[config.mk]
export PLATFORM = sky130hd
export DESIGN_NAME = line_parser
export DESIGN_NICKNAME = d
export VERILOG_FILES = /design/src/rtl/trace_pkg.sv /design/src/rtl/line_parser.sv
export VERILOG_INCLUDE_DIRS = /design/src /design/src/include
export SDC_FILE = /design/constraint.sdc
export NUM_CORES = 1
export LEC_CHECK = 0
export ABC_AREA = 1
export ABC_CLOCK_PERIOD_IN_PS = 4000
export CORE_ASPECT_RATIO = 0.6
export CORE_MARGIN = 2
export CORE_UTILIZATION = 55
export CTS_CLUSTER_SIZE = 8
export DETAILED_ROUTE_END_ITERATION = 10
export DONT_BUFFER_PORTS = 1
export PLACE_DENSITY = 0.7
export SLEW_MARGIN = 20
export SYNTH_ARGS = -nofsm -noshare
export SYNTH_HDL_FRONTEND = slang
export SYNTH_SLANG_ARGS = --single-unit
[constraint.sdc]
create_clock -name clk -period 4 [get_ports clk]
set_input_delay 0.4 -clock clk [delete_from_list [all_inputs] [get_ports clk]]
set_output_delay 0.4 -clock clk [all_outputs]
set_load 0.01 [all_outputs]
[src/include/trace_defines.svh]
`ifndef TRACE_DEFINES_SVH
`define TRACE_DEFINES_SVH

// legal pc window, both ends inclusive
`define TRACE_PC_MIN 32'h0000_3000
`define TRACE_PC_MAX 32'h0000_4fff

// memory writes must stay below the code region
`define TRACE_ADDR_MAX 32'h0000_2fff

// highest register number in the register file
`define TRACE_GRF_MAX 16'd31

// most digits in time and grf
`define TRACE_DEC_DIGITS 4'd4

// exact digit count of pc, addr and data
`define TRACE_HEX_DIGITS 4'd8

`endif

[src/rtl/trace_pkg.sv]
package trace_pkg;

    // one ascii character per clock
    typedef logic [7:0] char_t;

    // line syntax states
    typedef enum logic [4:0] {
        st_idle,
        st_caret,
        st_time,
        st_at,
        st_pc,
        st_colon,
        st_grf_mark,
        st_grf,
        st_grf_space,
        st_lt,
        st_eq,
        st_data,
        st_mem_mark,
        st_addr,
        st_addr_space,
        st_addr_lt,
        st_addr_eq,
        st_addr_data,
        st_done
    } parse_state_e;

    // what the field store does with the current char
    typedef enum logic [2:0] {
        op_none,
        op_clear,
        op_time_digit,
        op_pc_digit,
        op_grf_digit,
        op_addr_digit
    } field_op_e;

    typedef enum logic [1:0] {
        fmt_none      = 2'd0,
        fmt_reg_write = 2'd1,
        fmt_mem_write = 2'd2
    } format_e;

    typedef struct packed {
        logic [15:0] time_val;
        logic [31:0] pc;
        logic [15:0] grf;
        logic [31:0] addr;
    } line_fields_t;

    // time_bad lands in bit 0
    typedef struct packed {
        logic grf_bad;
        logic addr_bad;
        logic pc_bad;
        logic time_bad;
    } error_t;

endpackage

[src/rtl/line_parser.sv]
`timescale 1ns/10ps
`include "trace_defines.svh"

module line_parser (
    input  logic                  clk,
    input  logic                  reset,
    input  trace_pkg::char_t      char,
    output trace_pkg::field_op_e  op,
    output logic                  line_done,
    output trace_pkg::format_e    line_format
);

    trace_pkg::parse_state_e state;
    trace_pkg::parse_state_e next_state;
    logic [3:0]              cnt;
    logic [3:0]              next_cnt;
    // set after a star, cleared after a dollar
    logic                    mark;
    logic                    next_mark;

    function automatic logic is_dec(input trace_pkg::char_t c);
        return (c >= "0") && (c <= "9");
    endfunction

    // lower case only
    function automatic logic is_hex(input trace_pkg::char_t c);
        return ((c >= "0") && (c <= "9")) || ((c >= "a") && (c <= "f"));
    endfunction

    always_comb begin
        // anything unexpected drops the line
        next_state = trace_pkg::st_idle;
        next_cnt = cnt;
        next_mark = mark;
        op = trace_pkg::op_none;
        if (char == "^") begin
            next_state = trace_pkg::st_caret;
            next_cnt = 4'd0;
            op = trace_pkg::op_clear;
        end else begin
            case (state)
                trace_pkg::st_caret: begin
                    if (is_dec(char)) begin
                        next_state = trace_pkg::st_time;
                        next_cnt = 4'd1;
                        op = trace_pkg::op_time_digit;
                    end
                end
                trace_pkg::st_time: begin
                    if (is_dec(char) && cnt < `TRACE_DEC_DIGITS) begin
                        next_state = trace_pkg::st_time;
                        next_cnt = cnt + 4'd1;
                        op = trace_pkg::op_time_digit;
                    end else if (char == "@") begin
                        next_state = trace_pkg::st_at;
                    end
                end
                trace_pkg::st_at: begin
                    if (is_hex(char)) begin
                        next_state = trace_pkg::st_pc;
                        next_cnt = 4'd1;
                        op = trace_pkg::op_pc_digit;
                    end
                end
                trace_pkg::st_pc: begin
                    if (is_hex(char) && cnt < `TRACE_HEX_DIGITS) begin
                        next_state = trace_pkg::st_pc;
                        next_cnt = cnt + 4'd1;
                        op = trace_pkg::op_pc_digit;
                    end else if (char == ":" && cnt == `TRACE_HEX_DIGITS) begin
                        next_state = trace_pkg::st_colon;
                    end
                end
                trace_pkg::st_colon: begin
                    if (char == " ") begin
                        next_state = trace_pkg::st_colon;
                    end else if (char == "$") begin
                        next_state = trace_pkg::st_grf_mark;
                        next_mark = 1'b0;
                    end else if (char == "*") begin
                        next_state = trace_pkg::st_mem_mark;
                        next_mark = 1'b1;
                    end
                end
                trace_pkg::st_grf_mark: begin
                    if (is_dec(char)) begin
                        next_state = trace_pkg::st_grf;
                        next_cnt = 4'd1;
                        op = trace_pkg::op_grf_digit;
                    end
                end
                trace_pkg::st_grf: begin
                    if (is_dec(char) && cnt < `TRACE_DEC_DIGITS) begin
                        next_state = trace_pkg::st_grf;
                        next_cnt = cnt + 4'd1;
                        op = trace_pkg::op_grf_digit;
                    end else if (char == " ") begin
                        next_state = trace_pkg::st_grf_space;
                    end else if (char == "<") begin
                        next_state = trace_pkg::st_lt;
                    end
                end
                trace_pkg::st_grf_space: begin
                    if (char == " ") begin
                        next_state = trace_pkg::st_grf_space;
                    end else if (char == "<") begin
                        next_state = trace_pkg::st_lt;
                    end
                end
                trace_pkg::st_lt: begin
                    if (char == "=") begin
                        next_state = trace_pkg::st_eq;
                    end
                end
                trace_pkg::st_eq: begin
                    if (char == " ") begin
                        next_state = trace_pkg::st_eq;
                    end else if (is_hex(char)) begin
                        next_state = trace_pkg::st_data;
                        next_cnt = 4'd1;
                    end
                end
                // data is checked for syntax only, no opcode
                trace_pkg::st_data: begin
                    if (is_hex(char) && cnt < `TRACE_HEX_DIGITS) begin
                        next_state = trace_pkg::st_data;
                        next_cnt = cnt + 4'd1;
                    end else if (char == "#" && cnt == `TRACE_HEX_DIGITS) begin
                        next_state = trace_pkg::st_done;
                    end
                end
                trace_pkg::st_mem_mark: begin
                    if (is_hex(char)) begin
                        next_state = trace_pkg::st_addr;
                        next_cnt = 4'd1;
                        op = trace_pkg::op_addr_digit;
                    end
                end
                trace_pkg::st_addr: begin
                    if (is_hex(char) && cnt < `TRACE_HEX_DIGITS) begin
                        next_state = trace_pkg::st_addr;
                        next_cnt = cnt + 4'd1;
                        op = trace_pkg::op_addr_digit;
                    end else if (char == " " && cnt == `TRACE_HEX_DIGITS) begin
                        next_state = trace_pkg::st_addr_space;
                    end else if (char == "<" && cnt == `TRACE_HEX_DIGITS) begin
                        next_state = trace_pkg::st_addr_lt;
                    end
                end
                trace_pkg::st_addr_space: begin
                    if (char == " ") begin
                        next_state = trace_pkg::st_addr_space;
                    end else if (char == "<") begin
                        next_state = trace_pkg::st_addr_lt;
                    end
                end
                trace_pkg::st_addr_lt: begin
                    if (char == "=") begin
                        next_state = trace_pkg::st_addr_eq;
                    end
                end
                trace_pkg::st_addr_eq: begin
                    if (char == " ") begin
                        next_state = trace_pkg::st_addr_eq;
                    end else if (is_hex(char)) begin
                        next_state = trace_pkg::st_addr_data;
                        next_cnt = 4'd1;
                    end
                end
                trace_pkg::st_addr_data: begin
                    if (is_hex(char) && cnt < `TRACE_HEX_DIGITS) begin
                        next_state = trace_pkg::st_addr_data;
                        next_cnt = cnt + 4'd1;
                    end else if (char == "#" && cnt == `TRACE_HEX_DIGITS) begin
                        next_state = trace_pkg::st_done;
                    end
                end
                // idle and done wait for a caret
                default: begin
                    next_state = trace_pkg::st_idle;
                end
            endcase
        end
    end

    always_ff @(posedge clk) begin
        if (reset) begin
            state <= trace_pkg::st_idle;
            cnt <= 4'd0;
            mark <= 1'b0;
        end else begin
            state <= next_state;
            cnt <= next_cnt;
            mark <= next_mark;
        end
    end

    assign line_done = (state == trace_pkg::st_done);

    always_comb begin
        if (!line_done) begin
            line_format = trace_pkg::fmt_none;
        end else if (mark) begin
            line_format = trace_pkg::fmt_mem_write;
        end else begin
            line_format = trace_pkg::fmt_reg_write;
        end
    end

endmodule

Word-level counts from Yosys, hierarchy flattened
Cells that the tools add are included.

operators by class
  add/subtract/negate cells = 1
  magnitude comparators = 6
  equal/unequal tests = 32
  multiplexer cells = 50
  bitwise logic cells = 2
  reductions and logical operators = 19

operators by type and width
  operator                                                number
  case mux 5 bit (17 select lines)                        1
  two-way mux 4 bit                                       20
  equality test 8 x 6 -> 1 bit (second input constant)    7
  equality test 5 x 4 -> 1 bit (second input constant)    8
  two-way mux 5 bit                                       6
  two-way mux 3 bit                                       9
  case mux 3 bit (8 select lines)                         1
  equality test 5 x 3 -> 1 bit (second input constant)    4
  case mux 4 bit (5 select lines)                         1
  two-way mux 2 bit                                       9
  equality test 8 x 7 -> 1 bit (second input constant)    2
  equality test 5 bit (second input constant)             3
  equality test 5 x 2 -> 1 bit (second input constant)    2
  OR reduction 2 bit                                      5
  >= comparator 8 x 6 -> 1 bit (second input constant)    1
  >= comparator 8 x 7 -> 1 bit (second input constant)    1
  <= comparator 8 x 6 -> 1 bit (second input constant)    1
  <= comparator 8 x 7 -> 1 bit (second input constant)    1
  logical AND 1 bit                                       8
  inequality test 2 x 1 -> 1 bit (second input constant)  3
  equality test 5 x 1 -> 1 bit (second input constant)    1
  AND reduction 5 bit                                     1
  nonzero test 5 bit                                      1
  adder 4 x 1 -> 4 bit (second input constant)            1
  10 further kinds                                        13

storage, ports and cells
  register bits after elaboration = 10
  input bits = 10
  output and inout bits = 6
  logic and storage cells = 114

Logic depth before layout (Yosys ltp)
Gate-level depths: netlist (run 1).

  depth after elaboration = 7
  depth in mapped cells = 13
  gate-level depth less buffers = 13

Worst setup path before layout (run 1)
OpenSTA, ideal clock, no wires.

  path type = in2out
  start = in char[6]
  end = out op[0]
  data arrival time = 1432 ps
  setup slack = 2168 ps
  cell stages on the path = 8
  buffers on the path = 0
  cell sequence = inv_1 -> nand2_1 -> nor2_4 -> nand2_2 -> nand2_2 -> nand2_4 -> or2_2 -> nand4_1

on the way
  longest elaborated chain between the ends = 7

ends and longest elaborated chain
  what                                                    RTL line                               text
  from (decl)                                             line_parser.sv:7                       input trace_pkg::char_t char,
  >= comparator 8 x 6 -> 1 bit (tied with other cells)    line_parser.sv:27                      return ((c >= "0") && (c <= "9")) || ((c >= "a") && (c <= "f"));
  logical AND 1 bit                                       line_parser.sv:27
  logical OR 1 bit                                        line_parser.sv:27
  logical AND 1 bit (no line)                             -
  two-way mux 3 bit or two-way mux 2 bit (tied branches)  line_parser.sv:140, line_parser.sv:66
  case mux 3 bit (8 select lines)                         line_parser.sv:41                      case (state)
  two-way mux 3 bit (*)                                   line_parser.sv:36                      if (char == "^") begin
  to (decl)                                               line_parser.sv:8                       output trace_pkg::field_op_e op,

Mark *: on every way between the ends. The rest lies on a longest branch, timed or not.

Final worst setup path (run 1)
  start = reg state[2]
  end = out line_format[0]

on the way
  longest elaborated chain between the ends = 2

ends and longest elaborated chain
  what                    RTL line            text
  from (decl)             line_parser.sv:13   trace_pkg::parse_state_e state;
  from (signal assigned)  line_parser.sv:188  state <= trace_pkg::st_idle;
  from (signal assigned)  line_parser.sv:192  state <= next_state;
  equality test 5 bit     line_parser.sv:198  assign line_done = (state == trace_pkg::st_done);
  net line_done           line_parser.sv:9    output logic line_done,
  two-way mux 2 bit       line_parser.sv:201  if (!line_done) begin
  to (decl)               line_parser.sv:10   output trace_pkg::format_e line_format

The timed path passes the listed nets, and every way through them passes these cells.

==> run_results.csv, run 1 <==
group,metric,value,unit
clock_tree,cts_buffers,3,
sta,relSlewSlack,0.678,
routing,vias_per_cell,5.60,
final_layout,nets,266,
yosys,syn_inst,250,
placed_design,dp_cells,281,
global_route,grtUsageTotal,0.292,
global_route,antenna_found_initial,0,
yosys,synth-seq-area-share,0.141,
final_layout,drive_gt1_frac,0.178,
sta,min_period,2.11,ns
routing,post_drt_wl_per_cell,14.0,um
sta,skew,0.00433,ns
clock_tree,clockRootBuffer,"clkbuf_8",
clock_tree,post_cts_resized,0,
clock_tree,insertion_delay,0.25,ns
sta,fmax,474,MHz
critical_path,cp_cell_sequence,"nor2_2 -> nand2_1 -> nor3_1 -> inv_1 -> nor2_1",
yosys,netlist_area,0.00142,mm^2
yosys,synth_area_leader_cell,"nand2_1",
global_route,grt_pass1_wl,6840,um
worst_hold_path,min_path_cells,3,
floorplan,pin_count,16,
floorplan,fp-row-count,14,
placed_design,io_buffers,0,
floorplan,die_w,69.5,um
yosys,synth_area_per_cell,5.67,um^2
sta,hold_ws,0.343,ns
worst_hold_path,worstHoldPathType,"primary input to flop",
clock_tree,hold_buffers,0,
sta,timing_hold_violations_final,0,
sta,finalCritPeriodShare,0.528,
floorplan,die_area,0.00301,mm^2
critical_path,max_stage_delay,0.40,ns
global_route,overflow,0,
final_layout,syn_to_final_growth,5.92,%
yosys,synth_top_cells_by_area,"nand2_1 16%, dfxtp_1 14%, nor2_1 9.3%, inv_1 9.0%, nand3_1 8.1%",
power,vdd_drop_max,0.220,mV
final_layout,design_area,0.00150,mm^2
run_status,status,"complete, no violations",
placed_design,place_area,0.00145,mm^2
yosys,ys_types,26,
routing,routed_wl,3990,um
critical_path,r2r-end,"state[2]$_SDFF_PP0_",
critical_path,end_kind,"output pin",
routing,drcViolationCount,0,
routing,drt_first_pass_iters,5,
clock_tree,post_cts_buffers,0,
critical_path,critPathKind,"flop to output pin",
routing,detailedRoute.firstIterationViolations,235,
critical_path,worst_r2r_path_depth,8,
global_route,grt_pass1_vias,1424,
global_route,grt_max_degree,13,
placed_design,place_congestion,0.985,
routing,ant_nets,0,
yosys,yosysWarnings,0,
clock_tree,clkTransAtPathRegs,0.06,ns
yosys,synth_fp_nets,262,
clock_tree,cts_buffer_depth,2,
worst_hold_path,hold_end,"state[0]$_SDFF_PP0_",
sta,report.final.slew_viol_count,0,
critical_path,r2r-start,"state[0]$_SDFF_PP0_",
sta,tns,0,ns
floorplan,start_util,0.573,
clock_tree,ctsHtreeMaxLevel,1,
flow_run,drv_cap,0,
routing,vias,1595,
final_layout,stdcell_count,285,
worst_hold_path,hold_start,"reset",
final_layout,antennaDiodeCount,0,
yosys,synth_top_area_share,0.159,
yosys,synth_seq_cells,10,
floorplan,die_height,43.3,um
power,leakage,0.776,nW
placed_design,place_hpwl,3330,um
critical_path,crit_slowest_cell,"nor3_1",
sta,tightest_slew,0.480,ns
sta,rsz0062_at_grt,"no",
critical_path,crit_arrival,1.71,ns
critical_path,r2r_slack,2.27,ns
floorplan,design.core.area,0.00247,mm^2
sta,setup_viol,0,
critical_path,crit_fanout,8,
clock_tree,cts_tree,"yes",
clock_tree,clock-sinks,10,
power,power-per-cell-area,170,mW/mm^2
critical_path,critPathLaunchType,"flop",
critical_path,critPathRequiredTime,3.60,ns
[placed cells by master (no fill, tap or decap), types with 3 or more instances in the layout]
cell type	count
o211ai_1	3
nor2_4	5
nand3_2	8
inv_1	34
a21oi_1	9
nor2_1	35
nand2_2	11
nand2_1	60
o21ai_0	4
inv_2	4
nand4_1	14
clkbuf_8	4
nor2_2	8
nand3_1	23
nor3_1	7
dfxtp_1	10
[sequential cells by signal (all words and copies together) (netlist names)]
name and count:
cnt 4, mark 1, state 5
[Yosys cell counts, drive strengths merged]
cell,count
clkinv,1
and2,1
ha,2
dfxtp,10
o21bai,2
nand3,32
a21oi,9
o21ai,6
buf,1
inv,38
or2,1
xor2,1
xnor2,1
nand2,73
nor3,7
nor2,48
o211ai,3
nand4,14
[per-stage QoR]
| step | util | power [W] | worst slack [ns] |
|---|---|---|---|
| after CTS | 0.607 | 0.000259 | 1.85 |
| after detailed placement | 0.585 | 0.000122 | 2.01 |
| final | 0.607 | 0.000255 | 1.89 |
| after global routing | 0.607 | 0.000266 | 1.77 |
| after global placement | 0.585 | 0.000122 | 2.09 |
| after floorplan | - | 0.000118 | 2.17 |
[routing by layer]
layer | GRT usage | wire length (um) | vias up
met3 | 0.0926 | 458 | 2
li1 | - | - | 816
met4 | 0.0667 | 27 | 0
met2 | 0.360 | 1380 | 100
met1 | 0.469 | 2120 | 677
met5 | 0 | 0 | -
[power by group]
part           total [W]  switching (W)  internal [W]  leakage, nW
Combinational  0.0000204      0.0000150    0.00000545        0.666
Clock           0.000135      0.0000480     0.0000872       0.0288
Sequential     0.0000998   0.0000000978     0.0000997       0.0805
Total           0.000255      0.0000631      0.000192        0.776
[layout make-up]
class	count	area [um^2]
clock buffers	4	55.1
fillers	258	970
inverters	39	148
multi-input cells	200	1060
well taps	32	40.0
flip-flops and latches	10	200
[worst max path at each step]
| stage | startpoint | end | slack, ns | depth (start not counted) |
|---|---|---|---|---|
| 5_1_grt | state[2]$_SDFF_PP0_ | line_format[0] | 1.77 | 5 |
| 3_3_place_gp | char[6] | op[0] | 2.09 | 8 |
| 3_5_place_dp | char[7] | op[1] | 2.01 | 8 |
| 6_report | state[2]$_SDFF_PP0_ | line_format[0] | 1.89 | 5 |
| 2_1_floorplan | char[6] | op[0] | 2.17 | 8 |
| 4_1_cts | state[2]$_SDFF_PP0_ | line_format[0] | 1.85 | 5 |
[worst max-delay path: cells and delay by family, from the launching register on]
family                 cells  cell delay [ns]
AND/OR/NAND/NOR            4             1.03
buffers and inverters      1             0.11
flip-flops                 1             0.34
[kinds of logic after synthesis]
| family | Yosys count | share of synthesized area |
|---|---|---|
| xor gates and xnor gates | 2 | 0.0124 |
| buffers and inverters | 40 | 0.112 |
| and+or+nand+nor | 176 | 0.637 |
| adders and majority gates | 2 | 0.0177 |
| DFF | 10 | 0.141 |
| AOI/OAI and AO/OA | 20 | 0.0795 |
(Power assumes the default switching activity.)
==> inputs of run 2 (changes only) <==
--- a/config.mk
+++ b/config.mk
@@ -7,7 +7,7 @@
 export NUM_CORES = 1
 export LEC_CHECK = 0
 export ABC_AREA = 1
-export ABC_CLOCK_PERIOD_IN_PS = 4000
+export ABC_CLOCK_PERIOD_IN_PS = 2070
 export CORE_ASPECT_RATIO = 0.6
 export CORE_MARGIN = 2
 export CORE_UTILIZATION = 55
==> constraint.sdc (replaced) <==
create_clock -name clk -period 2.07 [get_ports clk]
set_input_delay 0.207 -clock clk [delete_from_list [all_inputs] [get_ports clk]]
set_output_delay 0.207 -clock clk [all_outputs]
set_load 0.01 [all_outputs]
==> run 2 against run 1 <==
  * Worst setup slack worse by 1.7 ns
  * Largest cell class unchanged
  * Global-route usage is 0.24 points lower
  * Register-to-register slack worse by 2.0 ns
  * First-iteration DRC count is 27% lower
  * Clock-buffer cell count stayed put
  * Cell count is 0.35% higher
  * Critical endpoint is now op[0]
  * Wire length is 0.63% lower
  * Critical path depth is 1 higher
==> run_results.csv, run 2 (same netlist as run 1, synthesis figures left out) <==
group,metric,value,unit
run_status,status,"complete, no violations",
sta,setup_viol,0,
final_layout,nets,267,
final_layout,antennaDiodeCount,0,
global_route,grtUsageTotal,0.289,
placed_design,place_congestion,0.988,
final_layout,nFillCells,242,
clock_tree,clock-sinks,10,
final_layout,largest_reg_flops,5,
flow_run,drv_cap,0,
routing,vias,1618,
routing,ant_nets,0,
routing,detailedRoute.firstIterationViolations,172,
clock_tree,clkTransAtPathRegs,0.05,ns
sta,relSlewSlack,0.743,
floorplan,die_area,0.00301,mm^2
floorplan,die_w,69.5,um
critical_path,critPathRequiredTime,1.86,ns
worst_hold_path,worstHoldPathType,"primary input to flop",
final_layout,ff_latch_area,200,um^2
critical_path,critPathKind,"flop to output pin",
sta,tightest_slew,0.385,ns
critical_path,crit_arrival,1.66,ns
critical_path,critPathLaunchType,"flop",
global_route,grt_pass1_wl,6840,um
final_layout,final_common_cell,"nand2_1",
global_route,grt_pass1_vias,1441,
clock_tree,hold_buffers,0,
sta,tns,0,ns
clock_tree,clockRootBuffer,"clkbuf_8",
clock_tree,cts_buffers,3,
routing,drt_first_pass_iters,5,
routing,drcViolationCount,0,
final_layout,drive_gt1_frac,0.181,
critical_path,end_kind,"output pin",
clock_tree,post_cts_buffers,0,
clock_tree,ctsHtreeMaxLevel,1,
clock_tree,cts_tree,"yes",
clock_tree,post_cts_resized,0,
final_layout,syn_to_final_growth,6.45,%
power,power-per-cell-area,314,mW/mm^2
critical_path,crit_fanout,6,
final_layout,regMostFlops,"state",
routing,post_drt_wl_per_cell,13.8,um
sta,timing_hold_violations_final,0,
routing,vias_per_cell,5.66,
floorplan,design.core.area,0.00247,mm^2
sta,setup_ws,0.205,ns
sta,rsz0062_at_grt,"no",
placed_design,place_hpwl,3250,um
final_layout,reg_top3,"state x5, cnt x4, mark x1",
routing,routed_wl,3960,um
sta,fmax,536,MHz
global_route,grt_max_degree,13,
sta,finalCritPeriodShare,0.901,
placed_design,pre_cts_ws,0.387,ns
clock_tree,cts_buffer_depth,2,
global_route,antenna_found_initial,0,
sta,skew,0.00215,ns
floorplan,die_height,43.3,um
clock_tree,insertion_delay,0.23,ns
placed_design,io_buffers,0,
global_route,overflow,0,
floorplan,pin_count,16,
sta,report.final.slew_viol_count,0,
final_layout,final_cell_mix,"60 x nand2_1, 35 x nor2_1, 34 x inv_1",
floorplan,fp-row-count,14,
final_layout,post-route-util,0.610,
power,p_total,0.000473,W
final_layout,multi_input_area,0.00106,mm^2
power,vdd_drop_max,0.550,mV
power,leakage,0.781,nW
floorplan,start_util,0.573,
sta,min_period,1.87,ns
-- run 2: per-stage QoR --
| step | instances | hold WS, ns | cell area, um^2 |
|---|---|---|---|
| finish | 286 | 0.169 | 1510 |
| global route | 286 | 0.178 | 1510 |
| CTS | 286 | 0.164 | 1510 |
| detailed placement | 282 | 0.411 | 1450 |
| global placement | 282 | 0.400 | 1450 |
| floorplan | 250 | 0.373 | 1420 |
-- run 2: worst paths after layout --
check,startpoint,to,slack [ns],depth (start not counted)
setup reg to reg,state[0]$_SDFF_PP0_,state[2]$_SDFF_PP0_,0.27,8
setup / recovery,state[0]$_SDFF_PP0_,op[0],0.20,6
hold / removal,reset,state[0]$_SDFF_PP0_,0.17,3
hold reg to reg,cnt[0]$_SDFFE_PP0P_,cnt[0]$_SDFFE_PP0P_,0.52,2
-- run 2: critical path, cell delays in order (launching register included) --
cell and delay (ns):
dfxtp_1 0.47, inv_1 0.09, nor2_2 0.20, nand3_2 0.18, o21ai_0 0.20, nand2_1 0.12, nand4_1 0.18
-- run 2: cell type report --
class,instances,share of cell area
Timing Repair Buffer,1,0.00498
Clock buffer,4,0.0365
Sequential cell,10,0.133
Inverter,39,0.0979
Multi-Input combinational cell,200,0.701
Tap cell,32,0.0266
-- run 2: report_power, final --
group	switching [W]	internal, W
sequential	0.000000182	0.000193
combinational	0.0000284	0.0000105
clock	0.0000739	0.000167
total	0.000102	0.000371
-- run 2: metal layers --
metal  vias up  global-route usage  routed length, um
li1        822                   -                  -
met1       684               0.448               2010
met2       104               0.390               1390
met3         8              0.0903                521
met4         0              0.0471                 37
met5         -                   0                  0
